File: config.mk
export PLATFORM = sky130hd
export DESIGN_NAME = synth_controller
export DESIGN_NICKNAME = d
export VERILOG_FILES = /design/src/hw/midi_pkg.sv /design/src/hw/voice_pkg.sv /design/src/hw/midi_uart_rx.sv /design/src/hw/midi_in_mux.sv /design/src/hw/seq_trigger.sv /design/src/hw/note_stack.sv /design/src/hw/controller_cmd.sv /design/src/hw/synth_controller.sv
export VERILOG_INCLUDE_DIRS = /design/src /design/src/include
export SDC_FILE = /design/constraint.sdc
export NUM_CORES = 1
export LEC_CHECK = 0
export ABC_AREA = 1
export BUFFER_PORTS_ARGS = -buffer_cell sky130_fd_sc_hd__buf_2
export CAP_MARGIN = 20
export CORE_ASPECT_RATIO = 1.4
export CORE_MARGIN = 1.5
export CORE_UTILIZATION = 35
export DETAILED_ROUTE_END_ITERATION = 8
export GPL_ROUTABILITY_DRIVEN = 0
export PLACE_DENSITY_LB_ADDON = 0.15
export SETUP_SLACK_MARGIN = 0.02
export SYNTH_ARGS = -nofsm -noshare
export SYNTH_HDL_FRONTEND = slang
export SYNTH_SLANG_ARGS = --single-unit
export TNS_END_PERCENT = 1
File: constraint.sdc
create_clock -name reg_clk -period 8.2 [get_ports reg_clk]
set_clock_uncertainty 0.2 [all_clocks]
set_input_delay 0.82 -clock reg_clk [delete_from_list [all_inputs] [get_ports reg_clk]]
set_output_delay 0.82 -clock reg_clk [all_outputs]
set_load 0.1 [all_outputs]
File: src/include/synth_cfg.svh
`ifndef SYNTH_CFG_SVH
`define SYNTH_CFG_SVH

// voice array size
`define SYNTH_VOICES 8
`define SYNTH_V_WIDTH 3

// 8 clocks per bit keeps serial frames short in simulation
`define SYNTH_CLKS_PER_BIT 8

// all notes off controller number
`define SYNTH_CC_ALL_OFF 8'd123

`endif

File: src/hw/midi_pkg.sv
`default_nettype none

package midi_pkg;

    typedef logic [7:0] midi_byte_t;            // one byte on the wire

    // kind of the current running status
    typedef enum logic [2:0] {
        NONE,                                   // nothing seen since reset
        NOTE_OFF,                               // 0x8n
        NOTE_ON,                                // 0x9n
        CTRL,                                   // 0xBn
        PRG_CHANGE,                             // 0xCn, one data byte
        PITCH,                                  // 0xEn, lsb then msb
        OTHER                                   // system and unhandled kinds
    } midi_kind_e;

endpackage

`default_nettype wire

File: src/hw/voice_pkg.sv
`default_nettype none

`include "synth_cfg.svh"

package voice_pkg;

    typedef logic [`SYNTH_VOICES-1:0] voice_mask_t;     // one bit per voice
    typedef logic [`SYNTH_V_WIDTH-1:0] voice_idx_t;     // voice number
    typedef logic [`SYNTH_V_WIDTH:0] key_count_t;       // 0 .. SYNTH_VOICES

    typedef enum logic [1:0] {
        IDLE,                                           // wait for velocity trigger
        ALLOC,                                          // grab lowest free voice
        RELEASE,                                        // drop voice holding the key
        CLEAR_ALL                                       // all notes off
    } stack_state_e;

endpackage

`default_nettype wire

File: src/hw/midi_uart_rx.sv
`timescale 1ns/1ps
`default_nettype none

`include "synth_cfg.svh"

module midi_uart_rx #(
    parameter int CLKS_PER_BIT = `SYNTH_CLKS_PER_BIT
) (
    input  wire                  reg_clk,
    input  wire                  rst_n,
    input  wire                  midi_rxd,
    output logic                 rx_byte_valid,
    output midi_pkg::midi_byte_t rx_byte
);
    import midi_pkg::*;

    localparam int CNT_W = (CLKS_PER_BIT > 1) ? $clog2(CLKS_PER_BIT) : 1;
    localparam logic [CNT_W-1:0] LAST_CNT = CNT_W'(CLKS_PER_BIT - 1);
    localparam logic [CNT_W-1:0] MID_CNT  = CNT_W'(CLKS_PER_BIT / 2 - 1);

    typedef enum logic [1:0] {RX_IDLE, RX_START, RX_DATA, RX_STOP} rx_state_e;

    rx_state_e        state;
    logic             rxd_meta, rxd_sync;       // two flop synchronizer
    logic [CNT_W-1:0] clk_cnt;                  // clocks within a bit
    logic [2:0]       bit_idx;                  // data bit number
    midi_byte_t       shift_reg;                // lsb arrives first

    assign rx_byte = shift_reg;                 // stable while valid is high

    always_ff @(posedge reg_clk) begin
        if (!rst_n) begin
            rxd_meta <= 1'b1;                   // idle line is high
            rxd_sync <= 1'b1;
        end else begin
            rxd_meta <= midi_rxd;
            rxd_sync <= rxd_meta;
        end
    end

    always_ff @(posedge reg_clk) begin
        if (!rst_n) begin
            state         <= RX_IDLE;
            clk_cnt       <= '0;
            bit_idx       <= '0;
            rx_byte_valid <= 1'b0;
        end else begin
            rx_byte_valid <= 1'b0;
            clk_cnt       <= clk_cnt + 1'b1;
            case (state)
                RX_IDLE: begin
                    clk_cnt <= '0;
                    if (!rxd_sync)
                        state <= RX_START;      // falling edge, maybe a start bit
                end
                RX_START: begin
                    if (clk_cnt == MID_CNT) begin
                        clk_cnt <= '0;
                        bit_idx <= '0;
                        state   <= rxd_sync ? RX_IDLE : RX_DATA;    // glitch goes back
                    end
                end
                RX_DATA: begin
                    if (clk_cnt == LAST_CNT) begin  // middle of a data bit
                        clk_cnt   <= '0;
                        shift_reg <= {rxd_sync, shift_reg[7:1]};
                        bit_idx   <= bit_idx + 1'b1;
                        if (bit_idx == 3'd7)
                            state <= RX_STOP;
                    end
                end
                RX_STOP: begin
                    if (clk_cnt == LAST_CNT) begin  // middle of the stop bit
                        state         <= RX_IDLE;
                        rx_byte_valid <= rxd_sync;  // framing error drops the byte
                    end
                end
                default: state <= RX_IDLE;
            endcase
        end
    end

    // a frame is far longer than one clock
    a_valid_single: assert property (@(posedge reg_clk) disable iff (!rst_n)
        rx_byte_valid |=> !rx_byte_valid);

endmodule

`default_nettype wire

File: src/hw/midi_in_mux.sv
`timescale 1ns/1ps
`default_nettype none

module midi_in_mux (
    input  wire                  reg_clk,
    input  wire                  rst_n,
    input  wire                  uart_usb_sel,      // 0 uart, 1 cpu
    input  wire [2:0]            socmidi_addr,
    input  wire midi_pkg::midi_byte_t socmidi_data_in,
    input  wire                  socmidi_write,
    input  wire                  rx_byte_valid,
    input  wire midi_pkg::midi_byte_t rx_byte,
    output logic                 byteready,
    output midi_pkg::midi_byte_t midi_in_data
);
    import midi_pkg::*;

    logic       cpu_wr;                         // write to the midi byte register
    logic       src_strobe;
    midi_byte_t src_byte;

    assign cpu_wr     = socmidi_write && (socmidi_addr == 3'd0);    // other addresses ignored
    assign src_strobe = uart_usb_sel ? cpu_wr : rx_byte_valid;
    assign src_byte   = uart_usb_sel ? socmidi_data_in : rx_byte;

    always_ff @(posedge reg_clk) begin
        if (!rst_n)
            byteready <= 1'b0;
        else
            byteready <= src_strobe;            // one cycle behind the source
    end

    always_ff @(posedge reg_clk) begin
        if (src_strobe)
            midi_in_data <= src_byte;           // held until the next byte
    end

endmodule

`default_nettype wire

File: src/hw/seq_trigger.sv
`timescale 1ns/1ps
`default_nettype none

module seq_trigger (
    input  wire                  reg_clk,
    input  wire                  rst_n,
    input  wire [3:0]            midi_ch,
    input  wire                  byteready,
    input  wire midi_pkg::midi_byte_t midi_in_data,
    output logic                 seq_trigger,
    output midi_pkg::midi_byte_t seq_databyte,
    output midi_pkg::midi_byte_t first_databyte,
    output logic                 is_velocity,
    output midi_pkg::midi_kind_e cur_kind
);
    import midi_pkg::*;

    logic [3:0] cur_ch;                         // channel of running status
    logic       byte_pos;                       // 0 first data byte, 1 second
    logic       two_bytes;
    logic       chan_msg;                       // kind we pass on
    logic       is_status;
    logic       data_take;

    function automatic midi_kind_e decode_kind(input midi_byte_t st);
        case (st[7:4])
            4'h8:    decode_kind = NOTE_OFF;
            4'h9:    decode_kind = NOTE_ON;
            4'hB:    decode_kind = CTRL;
            4'hC:    decode_kind = PRG_CHANGE;
            4'hE:    decode_kind = PITCH;
            default: decode_kind = OTHER;       // 0xF0 and up, aftertouch
        endcase
    endfunction

    assign two_bytes = cur_kind inside {NOTE_OFF, NOTE_ON, CTRL, PITCH};
    assign chan_msg  = two_bytes || (cur_kind == PRG_CHANGE);
    assign is_status = midi_in_data[7];
    assign data_take = byteready && !is_status && chan_msg;

    always_ff @(posedge reg_clk) begin
        if (!rst_n) begin
            cur_kind    <= NONE;
            cur_ch      <= '0;
            byte_pos    <= 1'b0;
            seq_trigger <= 1'b0;
            is_velocity <= 1'b0;
        end else begin
            seq_trigger <= 1'b0;
            if (byteready && is_status) begin
                cur_kind <= decode_kind(midi_in_data);
                cur_ch   <= midi_in_data[3:0];
                byte_pos <= 1'b0;               // new message starts
            end else if (data_take) begin
                seq_trigger <= (cur_ch == midi_ch);         // other channels stay silent
                is_velocity <= byte_pos;        // never set for program change
                byte_pos    <= two_bytes && !byte_pos;      // wraps for running status
            end
        end
    end

    always_ff @(posedge reg_clk) begin
        if (data_take) begin
            seq_databyte <= midi_in_data;
            if (!byte_pos)
                first_databyte <= midi_in_data; // key or controller number
        end
    end

    // data bytes of unknown or system messages never get through
    a_trig_kind: assert property (@(posedge reg_clk) disable iff (!rst_n)
        seq_trigger |-> !(cur_kind inside {NONE, OTHER}));

endmodule

`default_nettype wire

File: src/hw/note_stack.sv
`timescale 1ns/1ps
`default_nettype none

`include "synth_cfg.svh"

module note_stack (
    input  wire                   reg_clk,
    input  wire                   rst_n,
    input  wire voice_pkg::voice_mask_t voice_free,
    input  wire                   seq_trigger,
    input  wire                   is_velocity,
    input  wire midi_pkg::midi_byte_t seq_databyte,
    input  wire midi_pkg::midi_byte_t first_databyte,
    input  wire midi_pkg::midi_kind_e cur_kind,
    output logic                  note_on,
    output voice_pkg::voice_idx_t cur_key_adr,
    output midi_pkg::midi_byte_t  cur_key_val,
    output midi_pkg::midi_byte_t  cur_vel_on,
    output midi_pkg::midi_byte_t  cur_vel_off,
    output voice_pkg::voice_mask_t keys_on,
    output voice_pkg::key_count_t active_keys
);
    import midi_pkg::*;
    import voice_pkg::*;

    stack_state_e state;
    midi_byte_t   key_reg [`SYNTH_VOICES];      // key held by each voice
    midi_byte_t   ev_key;                       // key of the pending event
    midi_byte_t   ev_vel;
    logic         ev_off;                       // pending event is a note off message
    logic         vel_event;                    // last byte of a 2 byte message
    logic         free_hit, match_hit;
    voice_idx_t   free_idx, match_idx;

    assign vel_event = seq_trigger && is_velocity;

    // loop runs high to low so the lowest hit stays
    always_comb begin
        free_hit  = 1'b0;
        free_idx  = '0;
        match_hit = 1'b0;
        match_idx = '0;
        for (int i = `SYNTH_VOICES - 1; i >= 0; i--) begin
            if (voice_free[i] && !keys_on[i]) begin
                free_hit = 1'b1;
                free_idx = voice_idx_t'(i);
            end
            if (keys_on[i] && (key_reg[i] == ev_key)) begin
                match_hit = 1'b1;
                match_idx = voice_idx_t'(i);
            end
        end
    end

    always_ff @(posedge reg_clk) begin
        if (!rst_n) begin
            state       <= IDLE;
            note_on     <= 1'b0;
            keys_on     <= '0;
            active_keys <= '0;
        end else begin
            note_on <= 1'b0;
            state   <= IDLE;                    // every action takes one cycle
            case (state)
                ALLOC: begin
                    if (free_hit) begin         // no free voice drops the note
                        keys_on[free_idx] <= 1'b1;
                        active_keys       <= active_keys + 1'b1;
                        note_on           <= 1'b1;
                    end
                end
                RELEASE: begin
                    if (match_hit) begin
                        keys_on[match_idx] <= 1'b0;
                        active_keys        <= active_keys - 1'b1;
                    end
                end
                CLEAR_ALL: begin
                    keys_on     <= '0;
                    active_keys <= '0;
                end
                default: ;
            endcase
            if (vel_event) begin                // a new event may land in any state
                if (cur_kind == NOTE_ON && seq_databyte != 8'd0)
                    state <= ALLOC;
                else if (cur_kind == NOTE_ON || cur_kind == NOTE_OFF)
                    state <= RELEASE;           // zero velocity note on is a note off
                else if (cur_kind == CTRL && first_databyte == `SYNTH_CC_ALL_OFF)
                    state <= CLEAR_ALL;
            end
        end
    end

    always_ff @(posedge reg_clk) begin
        if (vel_event) begin
            ev_key <= first_databyte;
            ev_vel <= seq_databyte;
            ev_off <= (cur_kind == NOTE_OFF);
        end
        if (state == ALLOC && free_hit) begin
            key_reg[free_idx] <= ev_key;
            cur_key_adr       <= free_idx;      // held until the next note on
            cur_key_val       <= ev_key;
            cur_vel_on        <= ev_vel;
        end
        if (state == RELEASE && match_hit && ev_off)
            cur_vel_off <= ev_vel;              // release velocity of a note off message
    end

    // counter and mask move together in ALLOC, RELEASE and CLEAR_ALL
    a_count_match: assert property (@(posedge reg_clk) disable iff (!rst_n)
        active_keys == key_count_t'($countones(keys_on)));

endmodule

`default_nettype wire

File: src/hw/controller_cmd.sv
`timescale 1ns/1ps
`default_nettype none

module controller_cmd (
    input  wire                  reg_clk,
    input  wire                  rst_n,
    input  wire                  seq_trigger,
    input  wire                  is_velocity,
    input  wire midi_pkg::midi_byte_t seq_databyte,
    input  wire midi_pkg::midi_byte_t first_databyte,
    input  wire midi_pkg::midi_kind_e cur_kind,
    output logic                 ctrl_cmd,
    output logic                 prg_ch_cmd,
    output logic                 pitch_cmd,
    output midi_pkg::midi_byte_t octrl,
    output midi_pkg::midi_byte_t octrl_data,
    output midi_pkg::midi_byte_t prg_ch_data
);
    import midi_pkg::*;

    logic ctrl_end, prg_end, pitch_end;         // last data byte of each kind

    assign ctrl_end  = seq_trigger && is_velocity && (cur_kind == CTRL);
    assign prg_end   = seq_trigger && (cur_kind == PRG_CHANGE);     // single data byte
    assign pitch_end = seq_trigger && is_velocity && (cur_kind == PITCH);

    always_ff @(posedge reg_clk) begin
        if (!rst_n) begin
            ctrl_cmd   <= 1'b0;
            prg_ch_cmd <= 1'b0;
            pitch_cmd  <= 1'b0;
        end else begin
            ctrl_cmd   <= ctrl_end;
            prg_ch_cmd <= prg_end;
            pitch_cmd  <= pitch_end;
        end
    end

    always_ff @(posedge reg_clk) begin
        if (ctrl_end || pitch_end) begin
            octrl      <= first_databyte;       // controller number or pitch lsb
            octrl_data <= seq_databyte;         // value or pitch msb
        end
        if (prg_end)
            prg_ch_data <= seq_databyte;        // program number
    end

endmodule

`default_nettype wire

File: src/hw/synth_controller.sv
`timescale 1ns/1ps
`default_nettype none

module synth_controller (
    input  wire                   reg_clk,
    input  wire                   rst_n,
    input  wire [2:0]             socmidi_addr,
    input  wire midi_pkg::midi_byte_t socmidi_data_in,
    input  wire                   socmidi_write,
    input  wire                   midi_rxd,
    input  wire                   uart_usb_sel,
    input  wire [3:0]             midi_ch,
    input  wire voice_pkg::voice_mask_t voice_free,
    output logic                  note_on,
    output voice_pkg::voice_idx_t cur_key_adr,
    output midi_pkg::midi_byte_t  cur_key_val,
    output midi_pkg::midi_byte_t  cur_vel_on,
    output midi_pkg::midi_byte_t  cur_vel_off,
    output voice_pkg::voice_mask_t keys_on,
    output voice_pkg::key_count_t active_keys,
    output logic                  ctrl_cmd,
    output logic                  prg_ch_cmd,
    output logic                  pitch_cmd,
    output midi_pkg::midi_byte_t  octrl,
    output midi_pkg::midi_byte_t  octrl_data,
    output midi_pkg::midi_byte_t  prg_ch_data
);
    import midi_pkg::*;

    logic       rx_byte_valid;                  // uart byte strobe
    midi_byte_t rx_byte;
    logic       byteready;                      // selected byte stream
    midi_byte_t midi_in_data;
    logic       seq_trig;                       // one per accepted data byte
    midi_byte_t seq_databyte;
    midi_byte_t first_databyte;
    logic       is_velocity;
    midi_kind_e cur_kind;

    midi_uart_rx midi_uart_rx_inst (
        .reg_clk       (reg_clk),
        .rst_n         (rst_n),
        .midi_rxd      (midi_rxd),
        .rx_byte_valid (rx_byte_valid),
        .rx_byte       (rx_byte)
    );

    midi_in_mux midi_in_mux_inst (
        .reg_clk         (reg_clk),
        .rst_n           (rst_n),
        .uart_usb_sel    (uart_usb_sel),
        .socmidi_addr    (socmidi_addr),
        .socmidi_data_in (socmidi_data_in),
        .socmidi_write   (socmidi_write),
        .rx_byte_valid   (rx_byte_valid),
        .rx_byte         (rx_byte),
        .byteready       (byteready),
        .midi_in_data    (midi_in_data)
    );

    seq_trigger seq_trigger_inst (
        .reg_clk        (reg_clk),
        .rst_n          (rst_n),
        .midi_ch        (midi_ch),
        .byteready      (byteready),
        .midi_in_data   (midi_in_data),
        .seq_trigger    (seq_trig),
        .seq_databyte   (seq_databyte),
        .first_databyte (first_databyte),
        .is_velocity    (is_velocity),
        .cur_kind       (cur_kind)
    );

    note_stack note_stack_inst (
        .reg_clk        (reg_clk),
        .rst_n          (rst_n),
        .voice_free     (voice_free),
        .seq_trigger    (seq_trig),
        .is_velocity    (is_velocity),
        .seq_databyte   (seq_databyte),
        .first_databyte (first_databyte),
        .cur_kind       (cur_kind),
        .note_on        (note_on),
        .cur_key_adr    (cur_key_adr),
        .cur_key_val    (cur_key_val),
        .cur_vel_on     (cur_vel_on),
        .cur_vel_off    (cur_vel_off),
        .keys_on        (keys_on),
        .active_keys    (active_keys)
    );

    controller_cmd controller_cmd_inst (
        .reg_clk        (reg_clk),
        .rst_n          (rst_n),
        .seq_trigger    (seq_trig),
        .is_velocity    (is_velocity),
        .seq_databyte   (seq_databyte),
        .first_databyte (first_databyte),
        .cur_kind       (cur_kind),
        .ctrl_cmd       (ctrl_cmd),
        .prg_ch_cmd     (prg_ch_cmd),
        .pitch_cmd      (pitch_cmd),
        .octrl          (octrl),
        .octrl_data     (octrl_data),
        .prg_ch_data    (prg_ch_data)
    );

endmodule

`default_nettype wire

After elaboration in Yosys (flattened, before gate mapping)
Memories as Yosys holds them, arrays and structs flattened.
Index checks and enable logic that the tools add are counted.
{ "word_totals": {"regBits": 140, "mem_bits_rw": 64, "wordCells": 214, "mem_count": 1} }
{ "op_classes": {"addsub": 4, "order_cmp": 4, "n_eq_ne": 36, "n_mux": 64, "bitwise_logic": 8, "n_reduce_logical": 63} }
{ "memory_table": {"columns": ["memory", "depth", "width", "read_ports", "rd_clocked_by_memory_dff", "wr", "line", "rtl"], "rows": [
  ["note_stack_inst.key_reg", 8, 8, 8, 0, 1, "note_stack.sv:27", "midi_byte_t key_reg [`SYNTH_VOICES];"]
]} }
{ "ops": {"columns": ["cell", "count"], "rows": [
  ["$eq A8 B8 Y1", 8],
  ["$mux W3", 20],
  ["$logic_and A1 B1 Y1", 32],
  ["$mux W8", 3],
  ["$pmux W8 S3", 1],
  ["$mux W1", 23],
  ["$eq A4 B4 Y1 const B", 5],
  ["$mux W2", 8],
  ["$pmux W3 S5", 1],
  ["$eq A3 B3 Y1 const B", 4],
  ["$ne A2 B1 Y1 const B", 6],
  ["$pmux W4 S3", 1],
  ["$reduce_and A3 Y1", 4],
  ["$logic_not A1 Y1", 10],
  ["$eq A3 B2 Y1 const B", 3],
  ["$pmux W3 S3", 1],
  ["$and A8 B8 Y8", 1],
  ["$eq A2 B2 Y1 const B", 4],
  ["$eq A8 B7 Y1 const B", 1],
  ["$lt A3 B4 Y1 const B", 2],
  ["$mux W4", 2],
  ["$not A8 Y8", 1],
  ["$or A8 B8 Y8", 1],
  ["$pmux W2 S4", 1],
  ["other kinds (22)", 36]
]} }

Longest topological paths before layout
Gate-level depths: netlist of run 1.
An unclocked memory read counts as a cell.
{ "depth": {"word_depth": 19, "depth_mapped": 19} }

Hierarchy
Synthesis of run 1 repeated with hierarchy kept, for this count alone.
{ "unflattened": {"hier_cells": 848, "area_unflattened_um2": 8725.9} }
{ "modules_own_cells": {"columns": ["mod", "n_inst", "cells_each", "area_each_um2"], "rows": [
  ["note_stack", 1, 598, 5683.0],
  ["seq_trigger", 1, 82, 988.4],
  ["controller_cmd", 1, 40, 838.3],
  ["midi_uart_rx", 1, 86, 800.8],
  ["midi_in_mux", 1, 42, 415.4]
]} }

Least setup slack after synthesis of run 1
No wires, ideal clock.
{ "synth_timing": {"path_kind": "register to register", "start": "reg note_stack_inst.keys_on[3]", "end": "mem note_stack_inst.key_reg[0][0] (netlist name) (enable)", "setup_time_ns": 0.371, "arrival_time_ns": 3.039, "setup_slack_ns": 4.590, "path_stages_with_launch": 10, "n_path_buf": 0, "path_cell_list": "dfxtp_1 -> inv_1 -> nand2_1 -> nand2_1 -> nor2_1 -> nand2_1 -> nand2_1 -> nor2_1 -> clkinv_1 -> nor2_1"} }
{ "synth_via": {"elab_chain_cells": 9, "elab_cells_between_ends": 13} }
{ "synth_rtl": {"columns": ["element", "line", "rtl"], "rows": [
  ["start, declared", "note_stack.sv:20", "output voice_pkg::voice_mask_t keys_on,"],
  ["start signal, assigned", "note_stack.sv:59", "keys_on <= '0;"],
  ["start signal, assigned by index", "note_stack.sv:67", "keys_on[free_idx] <= 1'b1;"],
  ["start signal, assigned by index", "note_stack.sv:74", "keys_on[match_idx] <= 1'b0;"],
  ["$logic_not A1 Y1 *", "note_stack.sv:44", "if (voice_free[i] && !keys_on[i]) begin"],
  ["$logic_and A1 B1 Y1 *", "note_stack.sv:44", null],
  ["$mux W1 (4 in a row)", "note_stack.sv:44", null],
  ["$logic_and A1 B1 Y1", "note_stack.sv:101", "if (state == ALLOC && free_hit) begin"],
  ["$mux W1", "note_stack.sv:101", null],
  ["$mux W1 (implied by the code)", "note_stack.sv:102", "key_reg[free_idx] <= ev_key;"],
  ["end, declared", "note_stack.sv:27", null]
]} }
Mark *: on every way between the ends. The rest lies on a longest branch, timed or not.

Worst setup path after layout of run 1
{ "layout_timing": {"start": "reg note_stack_inst.ev_key[4]", "end": "reg note_stack_inst.cur_vel_off[1] (enable)"} }
{ "layout_via": {"elab_chain_cells": 12, "elab_cells_between_ends": 26} }
{ "layout_rtl": {"columns": ["element", "line", "rtl"], "rows": [
  ["start, declared", "note_stack.sv:28", "midi_byte_t ev_key;"],
  ["start signal, assigned", "note_stack.sv:97", "ev_key <= first_databyte;"],
  ["$eq A8 B8 Y1", "note_stack.sv:48", "if (keys_on[i] && (key_reg[i] == ev_key)) begin"],
  ["$logic_and A1 B1 Y1", "note_stack.sv:48", null],
  ["$mux W1 (7 in a row)", "note_stack.sv:48", null],
  ["$mux W1 *", "note_stack.sv:48", null],
  ["$logic_and A1 B1 Y1 * (2 in a row)", "note_stack.sv:107", "if (state == RELEASE && match_hit && ev_off)"],
  ["end signal, assigned", "note_stack.sv:108", "cur_vel_off <= ev_vel;"],
  ["end, declared", "note_stack.sv:19", "output midi_pkg::midi_byte_t cur_vel_off,"]
]} }
Marked as above.
A chain may end at the register's enable or synchronous reset.

==> results.py, run 1 <==
metrics = {
    "run_status": {
        "status": "completed",
    },
    "synthesis": {
        "synth_edf_count": 164,
        "synthArstFlopShare_pct": 0,
        "ys_top_cells_by_count": "226 x nand2_1, 164 x edfxtp_1, 112 x nor2_1, 81 x inv_1, 40 x dfxtp_1",
        "synth_area_leaders": "edfxtp_1 56%, nand2_1 9.6%, dfxtp_1 9.1%",
        "avgSynthCellArea_sq_um": 10.3,
        "netlist.area_leader.share_pct": 55.8,
        "syn_nets": 899,
        "synth_area_sq_mm": 0.00883,
        "yosysWarnings": 0,
        "synth_flop_cell": "edfxtp_1",
        "yosys_register_bits": 204,
        "synth.distinct_cells": 44,
        "ys_seq_area_share_pct": 64.8,
        "synth.most_common_cell": "nand2_1",
        "yosysTopAreaCell": "edfxtp_1",
        "syn_inst": 856,
    },
    "route": {
        "drcViolationCount": 0,
        "routed_wl_mm": 22.8,
        "vias": 6190,
        "viasPerCell": 4.77,
        "firstDrtPassIters": 5,
        "wire_per_inst_um": 17.6,
        "drtIter0Drc": 296,
        "ant_nets": 0,
    },
    "floorplanning": {
        "die_w_um": 137,
        "core.rowCount": 68,
        "io_pins": 95,
        "die_area_sq_mm": 0.0262,
        "die_h_um": 191,
        "fp.coreArea_sq_mm": 0.0248,
        "start_util_pct": 35.7,
    },
    "power_and_ir_drop": {
        "ir_drop_mv": 0.135,
        "combPwrFrac_pct": 2.0,
        "clockPowerShare_pct": 45.7,
        "power.density_mw_per_mm2": 204,
        "power_frac_seq_pct": 52.4,
        "switchingPower_mw": 0.421,
        "swShare_pct": 19.8,
        "intPower_mw": 1.70,
        "p_leak_nw": 4.18,
    },
    "clock_network": {
        "cts.sinks": 204,
        "cts_tree": "done",
        "cts_hold_buffers": 0,
        "cts_root_buffer": "clkbuf_16",
        "cts_setup_buffers": 0,
        "cts_resized": 0,
        "cts-buffers-inserted": 22,
        "clkLatencyLatePin_ns": 0.51,
        "htreeDepth": 1,
        "clk_pin_slew_worst_paths_ns": 0.06,
        "clk_path_buf_depth": 3,
    },
    "final_layout": {
        "antennaDiodeCount": 0,
        "syn_to_final_growth_pct": 17.6,
        "multi_input_area_sq_mm": 0.00267,
        "drive_gt1_share_pct": 17.0,
        "post-route-util_pct": 41.9,
        "fin_nets": 1012,
        "largest_reg_flops": 64,
        "regArea_sq_mm": 0.00573,
        "nFillCells": 2405,
    },
    "timing": {
        "slew_violations": 0,
        "slew_headroom_pct": 41.5,
        "tns_ns": 0,
        "finalHoldViolations": 0,
        "setup_violations": 0,
        "rsz0062_at_grt": "no",
        "worst_pin_slew_ns": 0.875,
        "fin_crit_ns": 3.22,
        "fmax_mhz": 311,
        "fin_crit_sh_pct": 39.3,
    },
    "setup_path": {
        "path_common_cell": "nor2_1",
        "start_kind": "flop",
        "path_buf_inv": 1,
        "critPathMaxFanout": 15,
        "cp.arrival_ns": 3.15,
        "cp_cell_sequence": "inv_2 > nand2_1 > nand2_1 > nor2_1 > nand3_1 > nor2_1 > nor2_1 > nand2_1 > nor2_2 > nor2_1",
        "path_delay_family": "simple AND/OR/NAND/NOR gates",
        "path_class": "reg2reg",
        "max_stage_delay_ns": 0.87,
        "end_kind": "flop",
        "worstPathRequired_ns": 8.13,
        "slowest_stage": "edfxtp_1",
    },
    "grt": {
        "grt_usage_pct": 17.9,
        "antenna_found_initial": 0,
        "grt_max_degree": 23,
        "grt_pass1_wl_mm": 35.1,
        "grt_pass1_vias": 6329,
        "overflow": 0,
    },
    "placed_design": {
        "io_buffers": 94,
        "hpwl_mm": 16.4,
    },
    "flow_run": {
        "drv_cap": 0,
    },
    "min_path": {
        "hold_class": "reg2reg",
    },
}
## cells in the final DEF, fill, tap and decap left out, types with 5 or more instances in the layout
| master | n |
|---|---|
| nand2_1 | 226 |
| edfxtp_1 | 164 |
| nor2_1 | 111 |
| buf_2 | 94 |
| inv_1 | 81 |
| dfxtp_1 | 40 |
| a21oi_1 | 33 |
| nand3_1 | 31 |
| o21ai_0 | 22 |
| clkbuf_16 | 22 |
| xnor2_1 | 14 |
| ha_1 | 14 |
| nand4_1 | 13 |
| nor3_1 | 13 |
| buf_4 | 10 |
| inv_2 | 8 |
| xor2_1 | 8 |
| clkbuf_1 | 7 |
| nor2_2 | 5 |
| o21ai_1 | 5 |
| nor4_1 | 5 |
| o21ai_2 | 5 |
## layer usage
metal / part of all wire (%) / track usage (%) / vias to the layer above
met5: 0 / 0 / -
met4: 3.9 / 8.46 / 0
met3: 4.5 / 2.73 / 56
met2: 53 / 32.5 / 166
met1: 39 / 20.4 / 2878
li1: - / - / 3090
## power groups by stage
stage	clock [mW]	combinational (mW)	sequential, mW
6_report	0.969	0.0417	1.11
4_1_cts	0.991	0.0424	1.11
5_1_grt	1.02	0.0482	1.11
3_5_place_dp	0	0.0423	1.13
2_1_floorplan	0	0.0261	1.13
3_3_place_gp	0	0.0420	1.13
## logic make-up after synthesis
kind of cell / after synthesis / share of synthesized area (%)
AO/OA/AOI/OAI: 82 / 5.40
XOR/XNOR: 22 / 2.18
AND/OR/NAND/NOR: 427 / 20.3
buffers and inverters: 106 / 5.02
flip-flops: 204 / 64.8
adder cells (fa/ha/maj): 15 / 2.21
## worst paths after layout
path                              start                        endpoint  slack (ns)  cells past startpoint
max           note_stack_inst.ev_key[4]  note_stack_inst.cur_vel_off[1]        4.98                     10
min reg2reg  midi_uart_rx_inst.rxd_meta      midi_uart_rx_inst.rxd_sync        0.22                      1
max reg2reg   note_stack_inst.ev_key[4]  note_stack_inst.cur_vel_off[1]        4.98                     10
min          midi_uart_rx_inst.rxd_meta      midi_uart_rx_inst.rxd_sync        0.22                      1
## area by class of cell
type / count / share of cell area [%]
sequential: 204 / 55.1
multi-input combinational: 546 / 25.7
clock buffer: 31 / 5.82
timing repair buffer: 104 / 5.25
tap: 315 / 3.80
inverter: 91 / 3.29
clock inverter: 8 / 0.988
## worst register-to-register path, stage by stage (launching register included)
cell and delay [ns]:
edfxtp_1 0.87, inv_2 0.31, nand2_1 0.15, nand2_1 0.05, nor2_1 0.13, nand3_1 0.10, nor2_1 0.15, nor2_1 0.11
nand2_1 0.10, nor2_2 0.05, nor2_1 0.63
## stage by stage
step	std cells	power [mW]	hold WS (ns)	area (sq um)	worst slack (ns)
6_report	1299	2.12	0.216	10400	4.98
5_1_grt	1299	2.18	0.233	10400	4.78
4_1_cts	1299	2.14	0.215	10400	4.87
3_5_place_dp	1260	1.17	0.198	9680	4.74
3_3_place_gp	1260	1.17	0.194	9680	4.81
2_1_floorplan	856	1.16	0.193	8830	4.59
(Power assumes the default switching activity.)
==> run 2, diff against run 1 <==
==> constraint.sdc (replaced) <==
create_clock -name reg_clk -period 3.2 [get_ports reg_clk]
set_clock_uncertainty 0.2 [all_clocks]
set_input_delay 0.32 -clock reg_clk [delete_from_list [all_inputs] [get_ports reg_clk]]
set_output_delay 0.32 -clock reg_clk [all_outputs]
set_load 0.1 [all_outputs]
==> run 2 against run 1 <==
Compared with the run above:
- sequential power grew to 2.6 times the previous value
- global-route usage is 0.35 points higher
- count of clock-buffer cells in the layout rose by 1
==> results.py, run 2 (same netlist as run 1, synthesis figures left out) <==
metrics = {
    "route": {
        "drtIter0Drc": 348,
        "drcViolationCount": 0,
        "viasPerCell": 4.75,
        "routed_wl_mm": 23.4,
        "ant_nets": 0,
        "wire_per_inst_um": 17.5,
        "firstDrtPassIters": 5,
        "vias": 6326,
    },
    "final_layout": {
        "antennaDiodeCount": 0,
        "nFillCells": 2375,
        "fin_nets": 1045,
        "layout_commonest_cell": "nand2_1",
        "largest_reg_flops": 64,
        "drive_gt1_share_pct": 18.6,
        "syn_to_final_growth_pct": 20.8,
        "final_cell_mix": "226 x nand2_1, 164 x edfxtp_1, 111 x nor2_1",
        "post-route-util_pct": 43.1,
    },
    "power_and_ir_drop": {
        "power_mw": 5.47,
        "intPower_mw": 4.35,
        "switchingPower_mw": 1.12,
        "clockPowerShare_pct": 45.9,
        "p_leak_nw": 4.33,
        "swShare_pct": 20.4,
        "power.density_mw_per_mm2": 513,
        "power_frac_seq_pct": 52.0,
        "ir_drop_mv": 0.382,
        "combPwrFrac_pct": 2.1,
    },
    "timing": {
        "tns_ns": 0,
        "fmax_mhz": 379,
        "worst_slack_ns": 0.560,
        "finalHoldViolations": 0,
        "fin_crit_ns": 2.64,
        "setup_violations": 0,
        "fin_crit_sh_pct": 82.5,
        "slew_violations": 0,
        "hold_slack_ns": 0.0119,
        "slew_headroom_pct": 47.4,
        "worst_pin_slew_ns": 0.786,
        "rsz0062_at_grt": "no",
    },
    "floorplanning": {
        "die_w_um": 137,
        "start_util_pct": 35.7,
        "io_pins": 95,
        "die_area_sq_mm": 0.0262,
        "fp.coreArea_sq_mm": 0.0248,
        "core.rowCount": 68,
        "die_h_um": 191,
    },
    "grt": {
        "grt_max_degree": 22,
        "grt_pass1_vias": 6441,
        "grt_usage_pct": 18.3,
        "grt_pass1_wl_mm": 35.5,
        "overflow": 0,
        "antenna_found_initial": 0,
    },
    "setup_path": {
        "cp-startpoint": "note_stack_inst.ev_key[6]",
        "worst-r2r-setup-slack_ns": 0.56,
        "crit_path_end": "note_stack_inst.active_keys[1]",
        "start_kind": "flop",
        "path_class": "reg2reg",
        "worstPathRequired_ns": 3.44,
        "reg2reg_from": "note_stack_inst.ev_key[6]",
        "max_stage_delay_ns": 0.56,
        "regToRegEndpoint": "note_stack_inst.active_keys[1]",
        "cp.arrival_ns": 2.88,
        "end_kind": "flop",
        "critPathMaxFanout": 14,
        "r2r_cells": 14,
        "cp_cell_sequence": "buf_4 > nand2_1 > nand2_1 > nor2_1 > nand3_1 > nor2_1 > nor2_4 > nand2_2 > nor2_2 > nand2_2 > nand2_4 > inv_2 > nand3_1 > a21oi_1",
        "slowest_stage": "edfxtp_1",
    },
    "min_path": {
        "min_from": "uart_usb_sel",
        "hold_class": "in2reg",
    },
    "clock_network": {
        "cts_resized": 0,
        "cts_root_buffer": "clkbuf_16",
        "cts-buffers-inserted": 22,
        "clkLatencyLatePin_ns": 0.51,
        "htreeDepth": 1,
        "clk_pin_slew_worst_paths_ns": 0.06,
        "clk_path_buf_depth": 3,
        "cts_tree": "done",
        "cts.sinks": 204,
    },
    "flow_run": {
        "drv_cap": 0,
    },
    "placed_design": {
        "hpwl_mm": 17.1,
        "detailedPlace.worstSlack_ns": 0.524,
        "io_buffers": 94,
    },
    "run_status": {
        "status": "completed",
    },
}
## run 2: changes by cell type in the layout (fill, tap and decap cells not counted)
cell | previous run | this run
clkinv_4 | 1 | 0
dlygate4sd3_1 | 0 | 12
nor2_4 | 1 | 2
nor2_2 | 5 | 4
clkbuf_8 | 2 | 1
clkinv_1 | 4 | 2
inv_4 | 0 | 1
clkbuf_1 | 7 | 9
clkinvlp_4 | 0 | 2
buf_4 | 10 | 31
## run 2: metal layers
metal	part of all wire (%)	wire length (um)	track usage, %
met1	37	8750	19.6
met2	54	12500	34.2
met3	4.3	1020	2.92
met4	4.6	1070	8.95
met5	0	0	0
## run 2: final cells by class
cell class	instances	area (sq um)	share of cell area [%]
clock inverters	8	108	1.01
repair buffers	137	823	7.72
clock buffers	32	598	5.61
multi-input cells	546	2670	25.1
flip-flops and latches	204	5730	53.7
well taps	315	394	3.70
inverters	91	342	3.20
## run 2: repair_timing
action	CTS	global route
hold endpoints to repair	11	0
buffers inserted	0	0
setup endpoints to repair	0	0
hold buffers	12	0
## run 2: worst min path at each step
stage / to / cells after the start / slack, ns
after floorplan: midi_uart_rx_inst.rxd_sync / 1 / 0.19
after global placement: midi_uart_rx_inst.rxd_sync / 1 / 0.20
after detailed placement: midi_uart_rx_inst.rxd_sync / 1 / 0.20
after CTS: midi_in_mux_inst.midi_in_data[1] / 3 / 0.0004
after global routing: seq_trigger_inst.seq_trigger / 4 / 0.01
final: midi_in_mux_inst.midi_in_data[4] / 3 / 0.01
## run 2: power by group through the flow
stage	combinational [mW]	sequential (mW)	clock, mW
after floorplan	0.0669	2.90	0
after global placement	0.108	2.90	0
after CTS	0.119	2.84	2.57
after detailed placement	0.108	2.90	0
after global routing	0.134	2.84	2.67
final	0.118	2.84	2.51
## run 2: through the flow
step	std cells	area (sq um)
2_1_floorplan	856	8840
3_3_place_gp	1281	9840
3_5_place_dp	1281	9840
4_1_cts	1333	10700
5_1_grt	1333	10700
6_report	1333	10700
## run 2: critical path, delay by kind of cell, from the launching register on
family	cells	cell delay (ns)
compound gates	1	0.14
buf+inv	2	0.52
flops	1	0.56
simple gates	11	1.14
==> run 3, diff against run 2 <==
==> constraint.sdc (replaced) <==
create_clock -name reg_clk -period 2.53 [get_ports reg_clk]
set_clock_uncertainty 0.2 [all_clocks]
set_input_delay 0.253 -clock reg_clk [delete_from_list [all_inputs] [get_ports reg_clk]]
set_output_delay 0.253 -clock reg_clk [all_outputs]
set_load 0.1 [all_outputs]
==> run 3 against run 2 <==
Compared with the run above:
- maximum frequency is 10% higher
- sequential power increased by 27%
- sequential share of layout area shrank 1.7 points
- highest routed layer unchanged
- first-iteration DRC count fell by 6.6%
- critical path type unchanged
- critical path depth fell by 4
- global-route usage fell by 0.48 points
- critical endpoint is now note_stack_inst.cur_vel_off[1]
- clock power increased by 46%
- cell count rose by 1.4%
- total power grew 36%
- non-clock buffer count grew 18
- hold slack improved by 0.081 ns
- register-to-register slack worse by 0.42 ns
==> results.py, run 3 (same netlist as run 1, synthesis figures left out) <==
metrics = {
    "timing": {
        "worst_pin_slew_ns": 0.727,
        "rsz0062_at_grt": "yes",
        "slew_headroom_pct": 51.5,
        "fin_crit_sh_pct": 94.5,
        "fin_crit_ns": 2.39,
        "setup_violations": 0,
        "finalHoldViolations": 0,
        "fmax_mhz": 418,
        "hold_slack_ns": 0.0925,
        "worst_slack_ns": 0.139,
        "tns_ns": 0,
        "slew_violations": 0,
    },
    "clock_network": {
        "cts_root_buffer": "clkbuf_16",
        "htreeDepth": 1,
        "clk_path_buf_depth": 3,
        "cts_tree": "done",
        "clk_pin_slew_worst_paths_ns": 0.07,
        "cts.sinks": 204,
        "clkLatencyLatePin_ns": 0.53,
        "cts-buffers-inserted": 22,
    },
    "floorplanning": {
        "die_h_um": 191,
        "die_area_sq_mm": 0.0262,
        "core.rowCount": 68,
        "die_w_um": 137,
        "io_pins": 95,
        "fp.coreArea_sq_mm": 0.0248,
        "start_util_pct": 35.7,
    },
    "run_status": {
        "status": "completed",
    },
    "final_layout": {
        "largest_reg_flops": 64,
        "antennaDiodeCount": 0,
        "final_cell_mix": "226 x nand2_1, 164 x edfxtp_1, 101 x nor2_1",
        "drive_gt1_share_pct": 21.0,
        "layout_commonest_cell": "nand2_1",
        "fin_nets": 1063,
        "syn_to_final_growth_pct": 24.8,
        "nFillCells": 2374,
    },
    "min_path": {
        "min_from": "uart_usb_sel",
        "hold_path_depth": 4,
        "hold_class": "in2reg",
        "worstHoldEndpoint": "midi_in_mux_inst.midi_in_data[4]",
    },
    "route": {
        "ant_nets": 0,
        "wire_per_inst_um": 16.9,
        "drcViolationCount": 0,
        "firstDrtPassIters": 4,
        "routed_wl_mm": 22.8,
        "vias": 6361,
        "viasPerCell": 4.71,
        "drtIter0Drc": 325,
    },
    "grt": {
        "grt_usage_pct": 17.8,
        "grt_max_degree": 22,
        "antenna_found_initial": 1,
        "grt_pass1_wl_mm": 34.9,
        "overflow": 0,
        "grt_pass1_vias": 6447,
    },
    "setup_path": {
        "cp.arrival_ns": 2.42,
        "reg2reg_from": "note_stack_inst.ev_key[2]",
        "worst-r2r-setup-slack_ns": 0.14,
        "regToRegEndpoint": "note_stack_inst.cur_vel_off[1]",
        "worstPathRequired_ns": 2.56,
        "start_kind": "flop",
        "r2r_cells": 10,
        "path_class": "reg2reg",
        "end_kind": "flop",
        "critPathMaxFanout": 8,
    },
    "power_and_ir_drop": {
        "power.density_mw_per_mm2": 673,
        "ir_drop_mv": 0.481,
        "p_leak_nw": 4.48,
    },
    "flow_run": {
        "drv_cap": 0,
    },
    "placed_design": {
        "io_buffers": 94,
        "hpwl_mm": 16.8,
        "detailedPlace.worstSlack_ns": 0.0854,
    },
}
-- run 3: changes by cell type in the layout (fill, tap and decap cells not counted), moves of 2 or more --
| cell | previous run | this run |
|---|---|---|
| buf_4 | 31 | 36 |
| bufinv_16 | 2 | 7 |
| clkbuf_1 | 9 | 4 |
| dfxtp_1 | 40 | 32 |
| dfxtp_2 | 0 | 8 |
| dlygate4sd3_1 | 12 | 23 |
| inv_2 | 8 | 6 |
| nor2_1 | 111 | 101 |
| nor2_2 | 4 | 13 |
-- run 3: how the worst max path moves through the flow --
stage | to | startpoint
floorplan | seq_trigger_inst.first_databyte[0] | seq_trigger_inst.cur_kind[0]
global placement | note_stack_inst.cur_vel_off[0] | note_stack_inst.ev_key[6]
detailed placement | note_stack_inst.cur_vel_off[3] | note_stack_inst.ev_key[6]
CTS | note_stack_inst.cur_vel_off[6] | note_stack_inst.ev_key[6]
global route | note_stack_inst.keys_on[7] | note_stack_inst.ev_key[2]
finish | note_stack_inst.cur_vel_off[1] | note_stack_inst.ev_key[2]
-- run 3: timing repair --
| item | CTS | global route |
|---|---|---|
| endpoints found under the hold margin | 13 | 0 |
| hold buffers | 23 | 0 |
| gates resized for setup | 0 | 6 |
| buffers inserted | 0 | 5 |
| setup endpoints to repair | 0 | 19 |
-- run 3: per-layer routing --
layer  part of all wire, %  track usage, %  vias up  routed length [um]
met1                    38            19.2     3003                8690
met2                    55            34.3      132               12500
met3                   4.2            2.81       41                 960
met5                     0               0        -                   0
met4                   2.8            6.40        0                 635
li1                      -               -     3185                   -
-- run 3: layout make-up --
| cell class | instances | area (sq um) | share of cell area, % |
|---|---|---|---|
| sequential | 204 | 5740 | 52.0 |
| clock buffer | 26 | 566 | 5.13 |
| multi-input combinational | 546 | 2700 | 24.5 |
| clock inverter | 14 | 274 | 2.49 |
| tap | 315 | 394 | 3.58 |
| inverter | 91 | 348 | 3.16 |
| timing repair buffer | 155 | 1000 | 9.09 |
-- run 3: critical path: stages (launching register included) --
cell	delay, ns
edfxtp_1	0.51
buf_4	0.19
xor2_1	0.15
nor2_1	0.10
nand2_1	0.09
nor2_2	0.23
nor2_4	0.08
nand2_2	0.10
nor2_4	0.05
nor2_1	0.18
buf_4	0.22
-- run 3: power breakdown --
group	switching (mW)	internal, mW
Clock	1.33	2.33
Combinational	0.0860	0.0722
Sequential	0.00928	3.59
-- run 3: through the flow --
stage	area [sq um]	power, mW	std cells	utilization, %
after floorplan	8870	3.75	856	-
after global placement	9900	3.81	1283	40.0
after detailed placement	9900	3.81	1283	40.0
after CTS	11000	7.51	1346	44.3
after global routing	11000	7.65	1351	44.5
final	11000	7.42	1351	44.5
